[src/mul_cfg_pkg.sv]
////////////////////////////////////////////////////////////
// Multiplier configuration
// Operand, partial product, product and pipeline sizes
////////////////////////////////////////////////////////////

package mul_cfg_pkg;

  // Operand width, multiplicand and multiplier alike
  localparam int MUL_W = 16;

  // One partial product row
  // Extended operand plus one bit for the x2 magnitude
  localparam int EXT_W = MUL_W + 2;

  // Full product width
  localparam int PROD_W = 2 * MUL_W;

  // Booth digits over the extended multiplier
  // The extra digit covers the top bits of an unsigned operand
  localparam int PP_NUM = MUL_W / 2 + 1;

  // Rows into the tree, partial products plus correction row
  localparam int ROW_NUM = PP_NUM + 1;

  // Register stages between operands and product
  localparam int PIPE_DEPTH = 2;

endpackage

[src/booth_pkg.sv]
////////////////////////////////////////////////////////////
// Radix-4 Booth digit encoding
// Digit field layout, magnitude codes and window decoder
////////////////////////////////////////////////////////////

package booth_pkg;

  // Digit field is {neg, two, one}
  localparam int DIGIT_W = 3;

  // Negate flag position inside a digit field
  localparam int DIGIT_NEG = 2;

  // Magnitude select codes, low two bits of a digit
  localparam logic [1:0] SEL_ZERO = 2'b00;
  localparam logic [1:0] SEL_ONE  = 2'b01;
  localparam logic [1:0] SEL_TWO  = 2'b10;

  // Recode one 3-bit window {b[2i+1], b[2i], b[2i-1]}
  function automatic logic [DIGIT_W-1:0] encode_digit(input logic [2:0] win);
    logic [DIGIT_W-1:0] dig;
    dig = {DIGIT_W{1'b0}};
    case (win)
      3'b001, 3'b010: dig[1:0] = SEL_ONE;
      3'b011, 3'b100: dig[1:0] = SEL_TWO;
      3'b101, 3'b110: dig[1:0] = SEL_ONE;
      default:        dig[1:0] = SEL_ZERO;
    endcase
    // 111 is a zero digit, keep it positive
    dig[DIGIT_NEG] = win[2] & ~(win[1] & win[0]);
    return dig;
  endfunction

endpackage

[src/booth4_pp_gen.sv]
////////////////////////////////////////////////////////////
// Booth partial product generator
// Radix-4 recoding and partial product rows plus correction
////////////////////////////////////////////////////////////

`timescale 1ns/1ns

module booth4_pp_gen (
  input  logic [mul_cfg_pkg::MUL_W-1:0]                          op_a,
  input  logic [mul_cfg_pkg::MUL_W-1:0]                          op_b,
  input  logic                                                   a_signed,
  input  logic                                                   b_signed,
  output logic [mul_cfg_pkg::ROW_NUM-1:0][mul_cfg_pkg::EXT_W-1:0] pp_rows
);

  ////////////////////////////////////////////////////////////
  // Operand extension
  ////////////////////////////////////////////////////////////

  // Multiplicand with one extra sign or zero bit
  logic [mul_cfg_pkg::MUL_W:0]   a_ext;
  // x1 and x2 magnitudes at full row width
  logic [mul_cfg_pkg::EXT_W-1:0] a_x1;
  logic [mul_cfg_pkg::EXT_W-1:0] a_x2;
  // Multiplier windows source, two sign copies on top and implicit zero below
  logic [mul_cfg_pkg::MUL_W+2:0] b_win;
  logic                          b_top;

  // Decoded digits, also observed by the assertions
  logic [mul_cfg_pkg::PP_NUM-1:0][booth_pkg::DIGIT_W-1:0] digits;

  assign a_ext = {a_signed & op_a[mul_cfg_pkg::MUL_W-1], op_a};
  assign a_x1  = {a_ext[mul_cfg_pkg::MUL_W], a_ext};
  assign a_x2  = {a_ext, 1'b0};

  assign b_top = b_signed & op_b[mul_cfg_pkg::MUL_W-1];
  assign b_win = {b_top, b_top, op_b, 1'b0};

  ////////////////////////////////////////////////////////////
  // Recoding and row forming
  ////////////////////////////////////////////////////////////

  always_comb begin : form_rows
    logic [mul_cfg_pkg::EXT_W-1:0] mag;
    logic [mul_cfg_pkg::EXT_W-1:0] row_val;
    pp_rows = '0;
    for (int i = 0; i < mul_cfg_pkg::PP_NUM; i++) begin
      // Overlapping windows, stride 2
      digits[i] = booth_pkg::encode_digit(b_win[2*i +: 3]);

      case (digits[i][booth_pkg::DIGIT_NEG-1:0])
        booth_pkg::SEL_ONE: mag = a_x1;
        booth_pkg::SEL_TWO: mag = a_x2;
        default:            mag = '0;
      endcase

      // Ones complement here, the +1 goes to the correction row
      row_val = digits[i][booth_pkg::DIGIT_NEG] ? ~mag : mag;

      // Inverted sign bit, the constant below removes the offset
      pp_rows[i] = {~row_val[mul_cfg_pkg::EXT_W-1], row_val[mul_cfg_pkg::EXT_W-2:0]};

      // Even bits carry the negation +1 of row i at weight 2i
      pp_rows[mul_cfg_pkg::ROW_NUM-1][2*i] = digits[i][booth_pkg::DIGIT_NEG];
      // Odd bits hold the sign extension constant
      // The tree places them at their real weights
      pp_rows[mul_cfg_pkg::ROW_NUM-1][2*i+1] = 1'b1;
    end
  end

endmodule

[src/csa_tree.sv]
////////////////////////////////////////////////////////////
// Wallace carry-save tree
// Reduces all weighted rows to a sum row and a carry row
////////////////////////////////////////////////////////////

`timescale 1ns/1ns

module csa_tree (
  input  logic [mul_cfg_pkg::ROW_NUM-1:0][mul_cfg_pkg::EXT_W-1:0] pp_rows,
  output logic [mul_cfg_pkg::PROD_W-1:0]                         sum_row,
  output logic [mul_cfg_pkg::PROD_W-1:0]                         carry_row
);

  // Row count after lvl levels of 3:2 compression
  function automatic int rows_at(input int lvl);
    int n;
    n = mul_cfg_pkg::ROW_NUM;
    for (int l = 0; l < lvl; l++) begin
      n = 2 * (n / 3) + n % 3;
    end
    return n;
  endfunction

  // Levels needed to get down to two rows
  function automatic int tree_levels();
    int n;
    int lv;
    n  = mul_cfg_pkg::ROW_NUM;
    lv = 0;
    while (n > 2) begin
      n  = 2 * (n / 3) + n % 3;
      lv = lv + 1;
    end
    return lv;
  endfunction

  // Correction row to a full word
  // even bit 2i   -> weight 2i, negation carry
  // odd bit 2i+1  -> weight 2i+MUL_W+2, constant
  // top bit       -> weight MUL_W+1, constant
  // Anything past PROD_W falls off the shift
  function automatic logic [mul_cfg_pkg::PROD_W-1:0] spread_corr(
    input logic [mul_cfg_pkg::EXT_W-1:0] corr
  );
    logic [mul_cfg_pkg::PROD_W-1:0] w;
    w = '0;
    for (int i = 0; i < mul_cfg_pkg::PP_NUM - 1; i++) begin
      w = w | ({{(mul_cfg_pkg::PROD_W-1){1'b0}}, corr[2*i]} << (2*i));
      w = w | ({{(mul_cfg_pkg::PROD_W-1){1'b0}}, corr[2*i+1]}
               << (2*i + mul_cfg_pkg::MUL_W + 2));
    end
    w = w | ({{(mul_cfg_pkg::PROD_W-1){1'b0}}, corr[2*(mul_cfg_pkg::PP_NUM-1)]}
             << (2*(mul_cfg_pkg::PP_NUM-1)));
    w = w | ({{(mul_cfg_pkg::PROD_W-1){1'b0}}, corr[mul_cfg_pkg::EXT_W-1]}
             << (mul_cfg_pkg::MUL_W + 1));
    return w;
  endfunction

  // Rows per level, level 0 is the weighted input
  logic [mul_cfg_pkg::PROD_W-1:0] lvl_rows [0:tree_levels()][mul_cfg_pkg::ROW_NUM];

  ////////////////////////////////////////////////////////////
  // Row placement
  ////////////////////////////////////////////////////////////

  for (genvar i = 0; i < mul_cfg_pkg::PP_NUM; i++) begin : g_place
    // Row i at weight 4^i, top bits truncated
    assign lvl_rows[0][i] = {{(mul_cfg_pkg::PROD_W-mul_cfg_pkg::EXT_W){1'b0}}, pp_rows[i]}
                            << (2*i);
  end
  assign lvl_rows[0][mul_cfg_pkg::ROW_NUM-1] = spread_corr(pp_rows[mul_cfg_pkg::ROW_NUM-1]);

  ////////////////////////////////////////////////////////////
  // 3:2 reduction levels
  ////////////////////////////////////////////////////////////

  for (genvar l = 0; l < tree_levels(); l++) begin : g_level
    // Full adders over each group of three rows
    for (genvar g = 0; g < rows_at(l) / 3; g++) begin : g_fa
      assign lvl_rows[l+1][2*g] = lvl_rows[l][3*g] ^ lvl_rows[l][3*g+1] ^ lvl_rows[l][3*g+2];
      assign lvl_rows[l+1][2*g+1] = ((lvl_rows[l][3*g]   & lvl_rows[l][3*g+1]) |
                                     (lvl_rows[l][3*g]   & lvl_rows[l][3*g+2]) |
                                     (lvl_rows[l][3*g+1] & lvl_rows[l][3*g+2])) << 1;
    end
    // Leftover rows go straight to the next level
    for (genvar r = 3 * (rows_at(l) / 3); r < rows_at(l); r++) begin : g_pass
      assign lvl_rows[l+1][r - (rows_at(l) / 3)] = lvl_rows[l][r];
    end
    // Slots no longer in use
    for (genvar r = rows_at(l+1); r < mul_cfg_pkg::ROW_NUM; r++) begin : g_idle
      assign lvl_rows[l+1][r] = '0;
    end
  end

  assign sum_row   = lvl_rows[tree_levels()][0];
  assign carry_row = lvl_rows[tree_levels()][1];

endmodule

[src/bk_adder.sv]
////////////////////////////////////////////////////////////
// Brent-Kung prefix adder
// Carry-propagate sum of two rows with carry in and out
////////////////////////////////////////////////////////////

`timescale 1ns/1ns

module bk_adder (
  input  logic [mul_cfg_pkg::PROD_W-1:0] a,
  input  logic [mul_cfg_pkg::PROD_W-1:0] b,
  input  logic                           cin,
  output logic [mul_cfg_pkg::PROD_W-1:0] sum,
  output logic                           cout
);

  // Up-sweep depth
  function automatic int prefix_levels();
    return $clog2(mul_cfg_pkg::PROD_W);
  endfunction

  // Node distance of down-sweep step d
  function automatic int down_span(input int d);
    return 1 << (prefix_levels() - 2 - d);
  endfunction

  // Bitwise propagate
  logic [mul_cfg_pkg::PROD_W-1:0] p_bit;
  // Group generate per stage, up-sweep then down-sweep
  logic [mul_cfg_pkg::PROD_W-1:0] g_st [0:2*prefix_levels()-1];
  // Group propagate, only needed through the up-sweep
  logic [mul_cfg_pkg::PROD_W-1:0] p_st [0:prefix_levels()];
  // Carry into each bit
  logic [mul_cfg_pkg::PROD_W-1:0] carry;

  assign p_bit    = a ^ b;
  assign p_st[0]  = p_bit;
  // cin folded into bit 0 generate
  assign g_st[0]  = (a & b) | {{(mul_cfg_pkg::PROD_W-1){1'b0}}, p_bit[0] & cin};

  ////////////////////////////////////////////////////////////
  // Up-sweep
  ////////////////////////////////////////////////////////////

  for (genvar l = 0; l < prefix_levels(); l++) begin : g_up
    for (genvar i = 0; i < mul_cfg_pkg::PROD_W; i++) begin : g_bit
      if ((i + 1) % (2 << l) == 0) begin : g_op
        assign g_st[l+1][i] = g_st[l][i] | (p_st[l][i] & g_st[l][i - (1 << l)]);
        assign p_st[l+1][i] = p_st[l][i] & p_st[l][i - (1 << l)];
      end else begin : g_keep
        assign g_st[l+1][i] = g_st[l][i];
        assign p_st[l+1][i] = p_st[l][i];
      end
    end
  end

  ////////////////////////////////////////////////////////////
  // Down-sweep
  ////////////////////////////////////////////////////////////

  // Fill the prefixes the up-sweep left open, widest span first
  for (genvar d = 0; d < prefix_levels() - 1; d++) begin : g_down
    for (genvar i = 0; i < mul_cfg_pkg::PROD_W; i++) begin : g_bit
      if (((i + 1) % (2 * down_span(d)) == down_span(d)) &&
          (i >= 2 * down_span(d))) begin : g_op
        assign g_st[prefix_levels()+d+1][i] = g_st[prefix_levels()+d][i] |
            (p_st[prefix_levels()][i] & g_st[prefix_levels()+d][i - down_span(d)]);
      end else begin : g_keep
        assign g_st[prefix_levels()+d+1][i] = g_st[prefix_levels()+d][i];
      end
    end
  end

  // Sum bits, carry into bit i is the prefix up to i-1
  assign carry = {g_st[2*prefix_levels()-1][mul_cfg_pkg::PROD_W-2:0], cin};
  assign sum   = p_bit ^ carry;
  assign cout  = g_st[2*prefix_levels()-1][mul_cfg_pkg::PROD_W-1];

endmodule

[src/booth_wallace_mul.sv]
////////////////////////////////////////////////////////////
// Booth-Wallace multiplier, two-stage pipeline
// Valid/ready handshake, stalls while the sink is not ready
////////////////////////////////////////////////////////////

`timescale 1ns/1ns

module booth_wallace_mul (
  input  logic                           clk,
  input  logic                           rst_n,
  input  logic [mul_cfg_pkg::MUL_W-1:0]  op_a,
  input  logic [mul_cfg_pkg::MUL_W-1:0]  op_b,
  input  logic                           a_signed,
  input  logic                           b_signed,
  input  logic                           in_valid,
  output logic                           out_ready,
  input  logic                           in_ready,
  output logic                           out_valid,
  output logic [mul_cfg_pkg::PROD_W-1:0] product
);

  // Whole pipeline freezes on back-pressure
  logic stall;

  // Stage 1, partial product rows
  logic [mul_cfg_pkg::ROW_NUM-1:0][mul_cfg_pkg::EXT_W-1:0] pp_rows;
  logic [mul_cfg_pkg::ROW_NUM-1:0][mul_cfg_pkg::EXT_W-1:0] pp_rows_q;

  // Stage 2, carry-save pair
  logic [mul_cfg_pkg::PROD_W-1:0] sum_row;
  logic [mul_cfg_pkg::PROD_W-1:0] carry_row;
  logic [mul_cfg_pkg::PROD_W-1:0] sum_row_q;
  logic [mul_cfg_pkg::PROD_W-1:0] carry_row_q;

  // Valid flag, one bit per stage
  logic [mul_cfg_pkg::PIPE_DEPTH-1:0] valid_sr;

  ////////////////////////////////////////////////////////////
  // Handshake
  ////////////////////////////////////////////////////////////

  assign stall     = ~in_ready;
  // Source sees the sink's ready directly
  assign out_ready = in_ready;
  assign out_valid = valid_sr[mul_cfg_pkg::PIPE_DEPTH-1];

  // Bubbles shift through as zeros
  always_ff @(posedge clk or negedge rst_n) begin
    if (!rst_n) begin
      valid_sr <= '0;
    end else if (!stall) begin
      valid_sr <= {valid_sr[mul_cfg_pkg::PIPE_DEPTH-2:0], in_valid};
    end
  end

  ////////////////////////////////////////////////////////////
  // Stage 1
  ////////////////////////////////////////////////////////////

  booth4_pp_gen u_pp_gen (
    .op_a     (op_a),
    .op_b     (op_b),
    .a_signed (a_signed),
    .b_signed (b_signed),
    .pp_rows  (pp_rows)
  );

  always_ff @(posedge clk or negedge rst_n) begin
    if (!rst_n) begin
      pp_rows_q <= '0;
    end else if (!stall) begin
      pp_rows_q <= pp_rows;
    end
  end

  ////////////////////////////////////////////////////////////
  // Stage 2
  ////////////////////////////////////////////////////////////

  csa_tree u_csa_tree (
    .pp_rows   (pp_rows_q),
    .sum_row   (sum_row),
    .carry_row (carry_row)
  );

  always_ff @(posedge clk or negedge rst_n) begin
    if (!rst_n) begin
      sum_row_q   <= '0;
      carry_row_q <= '0;
    end else if (!stall) begin
      sum_row_q   <= sum_row;
      carry_row_q <= carry_row;
    end
  end

  ////////////////////////////////////////////////////////////
  // Final add
  ////////////////////////////////////////////////////////////

  // Product always fits, carry out not needed here
  bk_adder u_bk_adder (
    .a    (sum_row_q),
    .b    (carry_row_q),
    .cin  (1'b0),
    .sum  (product),
    .cout ()
  );

endmodule

[config.mk]
export PLATFORM = sky130hd
export DESIGN_NAME = booth_wallace_mul
export DESIGN_NICKNAME = d
export VERILOG_FILES = /design/src/mul_cfg_pkg.sv /design/src/booth_pkg.sv /design/src/booth4_pp_gen.sv /design/src/csa_tree.sv /design/src/bk_adder.sv /design/src/booth_wallace_mul.sv
export SDC_FILE = /design/constraint.sdc
export NUM_CORES = 1
export LEC_CHECK = 0
export BUFFER_PORTS_ARGS = -buffer_cell sky130_fd_sc_hd__buf_2
export CORE_UTILIZATION = 40
export CTS_CLUSTER_SIZE = 30
export DETAILED_ROUTE_END_ITERATION = 6
export PLACE_DENSITY_LB_ADDON = 0.08
export SLEW_MARGIN = 20
export SYNTH_ARGS = -nofsm -noshare
export SYNTH_HDL_FRONTEND = slang
export SYNTH_HIERARCHICAL = 1
export SYNTH_SLANG_ARGS = --single-unit
[constraint.sdc]
create_clock -name clk -period 4.25 [get_ports clk]
set_clock_uncertainty 0.2 [all_clocks]
set_input_delay 0.85 -clock clk [delete_from_list [all_inputs] [get_ports clk]]
set_output_delay 0.85 -clock clk [all_outputs]
set_load 0.02 [all_outputs]
==> summary.md, run 1 <==
| Metric | Value |
|---|---|
| FF-to-FF path depth | 10 |
| Routed vias | approximately 11000 |
| Core area | 0.0444 mm2 |
| Avg Inst Size Synth | between 10 and 15 um2 |
| Seq pwr share | 22.7% |
| Filler cells | between 4000 and 5000 |
| Slew @ Worst Pin | around 1.0 ns |
| Iteration-0 DRC Markers | 572 |
| Setup violations, final | 12 |
| Layout cells sized above 1 | 28.0% |
| Die width | 215 um |
| CP Capture Point | product[14] |
| Via density | slightly above 5 |
| Routed len/inst | 20.9 um |
| Pleak | about 0.0093 uW |
| Syn Inst Count | between 1500 and 2000 |
| Syn. warnings | 6 |
| CTS sink cnt | between 200 and 250 |
| ANT nets after route | 0 |
| CTS tree | yes |
| ANT cells | 0 |
| RSZ-0062 raised after global routing | yes |
| Pint | ~8600 uW |
| Die area | 0.0461 mm2 |
| Clock Tree Buf Depth | 3 |
| Status | complete, but fails checks |
| Sw frac | 41.8% |
| DR DRC count | 0 |
| Final worst path period need | 4.31 ns |
| Port Buffers | 71 |
| Number of CTS-inserted buffers | 30 |
| Maximum fanout along the worst path | 3 |
| CP Capture Type | output pin |
| Final count of hold timing violations | 0 |
| CP Launch Point | sum_row_q[0] |
| Crit Reg-Reg Startpoint | pp_rows_q[65] |
| Final HPWL DP | 30300 um |
| Antenna violations before repair | 0 |
| Fin worst setup slack | -0.0640 ns |
| Reg2reg setup slack | ~0.52 ns |
| P&R area growth vs syn | 8.57% |
| Violated checks | negative setup slack |
| Startpoint Class | flop |
| Peak supply drop | approximately 370 uV |
| Post-Syn Area | between 0.015 and 0.02 mm2 |
| Final instance area | 0.0196 mm2 |
| Clk Latency, worst-skew pair | approximately 0.58 ns |
| Peak Freq | 232 MHz |
| Max-cap violations | 0 |
| Drt first pass iters | 5 |
| GPL Wtd Cong | 0.753 |
| Combinational power share | 59.9% |
| Register Area | between 0.006 and 0.007 mm2 |
| Critical path type | reg2out |
| Vias in the first global route | 12100 |
| Pins Over Slew Limit | 0 |
| Multi-input gate area | 0.0104 mm2 |
| Worst EP arrival | 3.26 ns |
| Row cnt | 77 |
| Die H | between 200 and 250 um |
| Clock root buffer | clkbuf_16 |
| Layout Cells excl Fill | roughly 2200 |
| Final Cycle Share | 102% |
| GRT overflow | 0 |
| Clock power frac | around 18% |
| Worst Hold Class | in2async |
| Worst rel slew slack | 33.5% |
| GRT Total Usage | between 20% and 30% |
| IO Pins | 72 |
| Pwr dens | 751 mW/mm2 |
| Placed Area | 0.0184 mm2 |
| Starting Density | 40.7% |
| CP required | 3.20 ns |
| Dpl cells | 2122 |
| # H-tree levels | 1 |
| Hold_buf cts | 0 |
| Largest net degree at the start of global routing | 83 |
| WL final | 45600 um |
| Capture point of the worst reg-to-reg path | sum_row_q[17] |
| Clock slew at reported path FFs | around 0.060 ns |
| Final #Nets | 1833 |
| Total power | 14700 uW |
| Net Sw Power | 6160 uW |
| Global-route wire length before repair | approximately 72000 um |
sequential cells by signal (all words and copies together) (netlist names):
register and cells:
carry_row_q 32, sum_row_q 32, valid_sr 2, pp_rows_q 177
critical path, cell delays in order (launching register included):
cell      delay, ns
dfrtp_1        0.35
inv_2          0.05
fa_2           0.37
inv_2          0.06
fa_2           0.21
a211oi_2       0.07
o21ai_2        0.26
buf_6          0.17
o21ai_4        0.06
and2_4         0.18
o21a_4         0.20
o21ai_2        0.12
fa_2           0.45
buf_6          0.14
timing repair:
action	CTS	global route
gates resized for setup	35	23
buffers inserted	3	1
pin swaps	14	11
endpoints found under the setup margin	17	22
how the worst min path moves through the flow:
| stage | start | to | slack (ns) |
|---|---|---|---|
| after CTS | rst_n | pp_rows_q[49] | 0.1 |
| after detailed placement | valid_sr[0] | valid_sr[1] | 0.29 |
| after floorplan | valid_sr[0] | valid_sr[0] | 0.27 |
| final | rst_n | pp_rows_q[24] | 0.09 |
| after global routing | rst_n | pp_rows_q[24] | 0.14 |
| after global placement | valid_sr[0] | valid_sr[0] | 0.29 |
power by group through the flow:
stage	combinational (uW)	sequential (uW)	clock [uW]
3_3_place_gp	8610	3380	0
5_1_grt	10200	3440	2740
2_1_floorplan	5950	3270	0
6_report	8830	3340	2570
3_5_place_dp	8700	3390	0
4_1_cts	9050	3360	2660
layout make-up:
cell class | count | area share (%)
clock inverters | 5 | 0.255
multi-input cells | 1004 | 53.0
clock buffers | 46 | 4.75
inverters | 187 | 3.57
well taps | 592 | 3.77
flip-flops and latches | 243 | 31.0
repair buffers | 100 | 3.66
stage by stage:
step | worst slack [ns] | hold slack [ns] | setup TNS, ns | util (%)
detailed placement | 0.239 | 0.290 | 0 | 41.5
global route | -0.233 | 0.141 | -3.07 | 44.2
CTS | -0.198 | 0.0963 | -2.73 | 44.0
finish | -0.0640 | 0.0909 | -0.454 | 44.2
global placement | 0.260 | 0.286 | 0 | 41.5
floorplan | 0.509 | 0.275 | 0 | -
layer usage:
metal | up-vias | part of all wire (%) | global-route usage (%)
li1 | 5109 | - | -
met1 | 5799 | 41 | 24.9
met2 | 184 | 52 | 36.9
met3 | 83 | 3.1 | 2.47
met4 | 0 | 3.7 | 7.33
met5 | - | 0 | 0
placed cells by master (no fill, tap or decap), types with 17 or more instances in the layout:
cell	instances
and2_1	17
inv_1	182
clkbuf_16	31
nor2_1	79
a22oi_1	104
xor2_1	81
ha_1	99
mux2_2	243
dfrtp_1	243
fa_1	118
nand2_1	28
buf_2	50
xnor2_1	67
buf_4	34
(Power assumes the default switching activity.)
==> inputs of run 2 (changes only) <==
- ABC_AREA: not set -> 1
==> run 2 against run 1 <==
The run now ends clean; area after synthesis up 6.0%; largest power group unchanged; count of clock-buffer cells in the layout increased by 2; die area increased by 5.9%; sequential share of layout area shrank 1.5 points; first-iteration DRC count increased by 120%; clock power up 5%; cell count increased by 51%; via count increased by 45%; core utilization shrank 0.22 points; hold slack got worse by 0.043 ns; global-route usage rose by 3.2 points; flip-flop and latch count did not move.
==> summary.md, run 2 <==
| Metric | Value |
|---|---|
| Status | complete, no violations |
| RSZ-0062 raised after global routing | yes |
| Clk Latency, worst-skew pair | 0.58 ns (about the same) |
| Peak Freq | 244 MHz (+5.3%) |
| Final worst path period need | 4.10 ns (-0.218 ns) |
| P&R area growth vs syn | 7.72% |
| GRT overflow | 0 (unchanged) |
| Pleak | 0.0119 uW (+28%) |
| Final HPWL DP | 39500 um (+30%) |
| Util after Layout | 44.0% (-0.22 points) |
| Maximum fanout along the worst path | 4 (+1) |
| Final Cycle Share | 96.4% (-5.1 points) |
| Final #Nets | 2919 (+59%) |
| Critical path type | reg2out |
| # H-tree levels | 1 (unchanged) |
| Vias in the first global route | 15600 (+29%) |
| Global-route wire length before repair | 90500 um (+26%) |
| Largest net degree at the start of global routing | 129 (+55%) |
| Worst rel slew slack | 34.5% (+1.0 points) |
| CTS tree | yes |
| Largest register FFs | 177 (unchanged) |
| Largest registers | pp_rows_q: 177 flops, carry_row_q: 32 flops, sum_row_q: 32 flops |
| DR DRC count | 0 (unchanged) |
| Startpoint Class | flop |
| Register Area | 0.00608 mm2 (unchanged) |
| Pins Over Slew Limit | 0 (unchanged) |
| Starting Density | 40.9% (+0.11 points) |
| ANT nets after route | 0 (unchanged) |
| Number of CTS-inserted buffers | 31 (+3.3%) |
| GRT Total Usage | 23.6% (+3.2 points) |
| Setup TNS | 0 ns (+0.454 ns) |
| Core area | 0.0470 mm2 (+5.7%) |
| Row cnt | 79 (+2.6%) |
| Crit Reg-Reg Startpoint | pp_rows_q[62] |
| Clock slew at reported path FFs | 0.06 ns (about the same) |
| Peak supply drop | 286 uV (-23%) |
| Clock Tree Buf Depth | 3 (unchanged) |
| Reg2reg setup slack | 0.72 ns (+0.20 ns) |
| Layout cells sized above 1 | 8.01% (-20 points) |
| Die H | 221 um (+2.9%) |
| Antenna violations before repair | 0 (unchanged) |
| Largest reg by FF count | pp_rows_q |
| Fin worst setup slack | 0.154 ns (+0.218 ns) |
| FF-to-FF path depth | 11 (+1) |
| Clock root buffer | clkbuf_16 |
| Die area | 0.0488 mm2 (+5.9%) |
| Commonest cells after routing, fill and taps aside | nand2_1 (1459), dfrtp_1 (243), inv_1 (226), nand3_1 (141), fa_1 (126) |
| Drt first pass iters | 6 (+1) |
| Setup violations, final | 0 (-12) |
| CTS sink cnt | 243 (unchanged) |
| Routed len/inst | 17.3 um (-17%) |
| Capture point of the worst reg-to-reg path | sum_row_q[14] |
| Final instance area | 0.0207 mm2 (+5.2%) |
| Avg Inst Size Synth | 7.14 um2 (-39%) |
| Slew @ Worst Pin | 0.983 ns (-0.0152 ns) |
| Most common cell after layout, fill and taps aside | nand2_1 |
| Post-Place Worst Slack | 0.507 ns (+0.268 ns) |
| Routed vias | 16200 (+45%) |
| Pwr dens | 576 mW/mm2 (-23%) |
| Max-cap violations | 0 (unchanged) |
| Worst EP arrival | 3.05 ns (-0.21 ns) |
| IO Pins | 72 (unchanged) |
| CP Capture Type | output pin |
| Via density | 4.93 (-3.9%) |
| Final count of hold timing violations | 0 (unchanged) |
| Iteration-0 DRC Markers | 1237 (+120%) |
| Syn Inst Count | 2688 (+73%) |
| Die width | 221 um (+2.9%) |
| Placed Area | 0.0196 mm2 (+6.1%) |
| Multi-input gate area | 0.0112 mm2 (+7.7%) |
| Syn. warnings | 6 (unchanged) |
| Port Buffers | 71 (unchanged) |
| Post-Syn Area | 0.0192 mm2 (+6.0%) |
| GPL Wtd Cong | 0.834 (+11%) |
| Filler cells | 4794 (+15%) |
| CP required | 3.20 ns (about the same) |
| WL final | 56900 um (+25%) |
| ANT cells | 0 (unchanged) |
| Worst Hold Class | in2async |
[run 2: cell count changes in the layout (fill, tap and decap cells not counted), moves of 15 or more]
cell	delta
mux2i_1	-16
nor2_1	-20
a22o_1	-15
and2_1	-16
xor2_1	-61
buf_2	+16
nand3_1	+140
nand2_1	+1431
a22oi_1	-104
nand2_2	+19
inv_1	+44
mux2_2	-243
xnor2_1	-62
[run 2: timing repair]
action	CTS	global route
pin swaps	1	2
gates resized for setup	8	13
endpoints found under the hold margin	0	0
hold buffers	0	0
setup endpoints to repair	6	9
setup buffers	0	2
[run 2: routing by layer]
| metal | wire length (um) | GRT usage [%] | share of wire [%] | up-vias |
|---|---|---|---|---|
| met5 | 0 | 0 | 0 | - |
| met4 | 1400 | 6.50 | 2.5 | 0 |
| met3 | 3270 | 2.58 | 5.8 | 77 |
| met2 | 24100 | 35.3 | 42 | 433 |
| met1 | 28100 | 35.9 | 49 | 7743 |
| li1 | - | - | - | 7925 |
[run 2: metrics by stage]
stage / power, uW / cells / hold slack [ns]
4_1_cts: 12000 / 3278 / 0.118
5_1_grt: 13000 / 3280 / 0.137
3_5_place_dp: 9230 / 3224 / 0.260
2_1_floorplan: 7380 / 2698 / 0.242
3_3_place_gp: 9080 / 3224 / 0.249
6_report: 11900 / 3280 / 0.0476
[run 2: worst max-delay path, cell delays in order (launching register included)]
cell and delay [ns]:
dfrtp_1 0.39, inv_2 0.07, fa_2 0.19, inv_2 0.04, fa_2 0.34, nand2_2 0.08
nand2_2 0.06, nand3_2 0.09, nand2_4 0.07, nand2_4 0.08, nand2_4 0.07, nand2_4 0.08
nand2_4 0.06, nand2_2 0.06, nand2_2 0.05, nand2_1 0.06, nand2_1 0.06, fa_2 0.33
xor2_1 0.15, buf_4 0.16
[run 2: final cells by class]
type | count | share of cell area (%)
multi-input cells | 2035 | 54.3
repair buffers | 95 | 3.03
clock inverters | 6 | 0.406
clock buffers | 48 | 4.55
inverters | 246 | 4.59
well taps | 607 | 3.68
flip-flops and latches | 243 | 29.4
[run 2: how the worst max path moves through the flow]
stage / start / endpoint / slack [ns] / cells after the start
floorplan: sum_row_q[0] / product[31] / 0.71 / 18
global placement: sum_row_q[0] / product[31] / 0.52 / 19
detailed placement: sum_row_q[0] / product[31] / 0.51 / 19
CTS: carry_row_q[0] / product[23] / 0.001 / 17
global route: sum_row_q[0] / product[31] / -0.03 / 19
finish: sum_row_q[0] / product[31] / 0.15 / 19
[run 2: where the power goes]
group	switching (uW)	internal (uW)
logic	3710	2370
clock network	1070	1620
registers	357	2770
==> inputs of run 3 (changes only) <==
- SETUP_SLACK_MARGIN: not set -> 0.4
==> run 3 against run 2 <==
Largest cell class unchanged; critical endpoint is now product[26]; highest routed layer unchanged; critical path type unchanged; core utilization is 0.54 points higher; sequential power is essentially flat; clock power hardly changed; largest power group unchanged; non-clock buffer count rose by 7; wire length is 0.49% higher; fmax is essentially flat.
==> summary.md, run 3 (synthesized netlist as in run 2, its figures left out) <==
| Metric | Value |
|---|---|
| WL final | 57200 um (+0.49%) |
| Critical path's most frequent cell | nand2_4 |
| Pwr dens | 592 mW/mm2 (+2.7%) |
| Crit-path slowest cell | fa_2 |
| Post-Place Worst Slack | 0.507 ns (unchanged) |
| ANT cells | 0 (unchanged) |
| Dpl cells | 3224 (unchanged) |
| Hold_buf cts | 0 (unchanged) |
| CTS tree | yes |
| Pleak | 0.0119 uW (+0.64%) |
| Final #Nets | 2926 (+0.24%) |
| Most common cell after layout, fill and taps aside | nand2_1 |
| Port Buffers | 71 (unchanged) |
| Largest reg by FF count | pp_rows_q |
| Starting Density | 40.9% (unchanged) |
| DR DRC count | 0 (unchanged) |
| Routed vias | 16300 (+0.62%) |
| Core area | 0.0470 mm2 (unchanged) |
| Seq pwr share | 25.3% (-1.0 points) |
| Maximum fanout along the worst path | 3 (-1) |
| Largest registers | pp_rows_q: 177 flops, carry_row_q: 32 flops, sum_row_q: 32 flops |
| Clock slew at reported path FFs | 0.06 ns (about the same) |
| Commonest cells after routing, fill and taps aside | nand2_1 (1456), dfrtp_1 (243), inv_1 (223), nand3_1 (139), fa_1 (116) |
| Clock power frac | 21.7% (-0.9 points) |
| Worst EP arrival | 3.04 ns (about the same) |
| Die H | 221 um (unchanged) |
| Fin worst setup slack | 0.157 ns (+0.00266 ns) |
| Slew @ Worst Pin | 0.965 ns (-0.0174 ns) |
| Final HPWL DP | 39500 um (unchanged) |
| Critical path type | reg2out |
| GRT Total Usage | 23.7% (+0.067 points) |
| Pins Over Slew Limit | 0 (unchanged) |
| Net Sw Power | 5250 uW (+2.3%) |
| GRT overflow | 0 (unchanged) |
| Pint | 7130 uW (+5.3%) |
| CP Capture Type | output pin |
| Vias in the first global route | 15700 (+0.56%) |
| P&R area growth vs syn | 9.04% |
| Largest register FFs | 177 (unchanged) |
| CTS sink cnt | 243 (unchanged) |
| Max stage delay on crit path | 0.53 ns (+0.14 ns) |
| Number of CTS-inserted buffers | 31 (unchanged) |
| Final count of hold timing violations | 0 (unchanged) |
| Clk Latency, worst-skew pair | 0.58 ns (about the same) |
| Startpoint Class | flop |
| Status | complete, no violations |
| Die width | 221 um (unchanged) |
| Largest net degree at the start of global routing | 129 (unchanged) |
| Setup violations, final | 0 (unchanged) |
| Worst rel slew slack | 35.7% (+1.2 points) |
| IO Pins | 72 (unchanged) |
| Row cnt | 79 (unchanged) |
| CP Launch Point | sum_row_q[0] |
| Sw frac | 42.4% (-0.72 points) |
| Antenna violations before repair | 0 (unchanged) |
| Layout cells sized above 1 | 9.03% (+1.0 points) |
| Via density | 4.95 (+0.41%) |
| Clock Tree Buf Depth | 3 (unchanged) |
| Combinational power share | 52.9% (+1.8 points) |
| Crit Reg-Reg Startpoint | pp_rows_q[62] |
| Routed len/inst | 17.4 um (+0.28%) |
| Iteration-0 DRC Markers | 1350 (+9.1%) |
| Layout Cells excl Fill | 3287 (+0.21%) |
| Peak Freq | 244 MHz (about the same) |
| CP cell instances | inv_2 -> fa_2 -> inv_2 -> fa_2 -> nand2_2 -> nand2_2 -> nand3_2 -> nand2_4 -> nand2_4 -> nand2_4 -> nand2_4 -> nand2_4 -> buf_4 -> nand3_2 -> nand2_2 -> fa_2 -> buf_6 |
| Worst Hold Class | in2async |
| CP required | 3.20 ns (about the same) |
| Global-route wire length before repair | 90700 um (+0.31%) |
| # H-tree levels | 1 (unchanged) |
| Clock root buffer | clkbuf_16 |
| Drt first pass iters | 5 (-1) |
| Final Cycle Share | 96.3% (about the same) |
| Die area | 0.0488 mm2 (unchanged) |
| ANT nets after route | 0 (unchanged) |
| Final worst path period need | 4.09 ns (-0.00266 ns) |
| GPL Wtd Cong | 0.834 (unchanged) |
| Max-cap violations | 0 (unchanged) |
| FF-to-FF path depth | 11 (unchanged) |
| RSZ-0062 raised after global routing | yes |
| Total power | 12400 uW (+4.0%) |
| Peak supply drop | 294 uV (+2.9%) |
[run 3: cell types whose count changed in the layout (fill, tap and decap cells not counted), moves of 10 or more]
cell   change
buf_6     +16
fa_2      +10
buf_4     +13
fa_1      -10
buf_2     -22
[run 3: critical path: cells and delay by family, from the launching register on]
| kind | cells | cell delay [ns] |
|---|---|---|
| adders and majority gates | 3 | 1.06 |
| buffers and inverters | 4 | 0.35 |
| DFF | 1 | 0.39 |
| and+or+nand+nor | 10 | 0.67 |
[run 3: power groups by stage]
stage / logic [uW] / clock network [uW] / registers, uW
finish: 6550 / 2690 / 3130
global route: 7460 / 2850 / 3200
CTS: 6450 / 2770 / 3140
detailed placement: 6050 / 0 / 3170
global placement: 5920 / 0 / 3160
floorplan: 4310 / 0 / 3070
[run 3: what timing repair did]
item                       4_1_cts  5_1_grt
setup endpoints to repair       24       25
pin swaps                       12       12
buffers inserted                 5        4
resized for setup               56       27
cloned                           0        0
[run 3: final cells by class]
cell class / instances / area, um2
Clock buffer: 48 / 940
Clock inverter: 6 / 83.8
Fill cell: 4780 / 26000
Inverter: 246 / 951
Multi-Input combinational cell: 2035 / 11300
Sequential cell: 243 / 6080
Tap cell: 607 / 759
Timing Repair Buffer: 102 / 793
[run 3: layer usage]
metal	part of all wire (%)	up-vias	global-route usage, %
met2	43	426	35.6
met5	0	-	0
met3	5.3	77	2.56
met4	2.4	0	6.52
met1	50	7831	35.9
li1	-	7945	-
[run 3: path summary, 6_finish.rpt]
kind / end / slack [ns]
min reg2reg: pp_rows_q[175] / 0.27
max reg2reg: sum_row_q[14] / 0.70
max: product[26] / 0.16
min in group clk: pp_rows_q[175] / 0.27
min: pp_rows_q[105] / 0.05
max in group asynchronous: carry_row_q[8] / 2.92
[run 3: metrics by stage]
stage                     hold WS (ns)  setup TNS, ns  util, %  area, um2
after detailed placement         0.260              0     41.7      19600
after floorplan                  0.242              0        -      19200
after global routing             0.137        -0.0336     44.5      20900
final                           0.0478              0     44.5      20900
after CTS                        0.118              0     44.3      20800
after global placement           0.249              0     41.7      19600
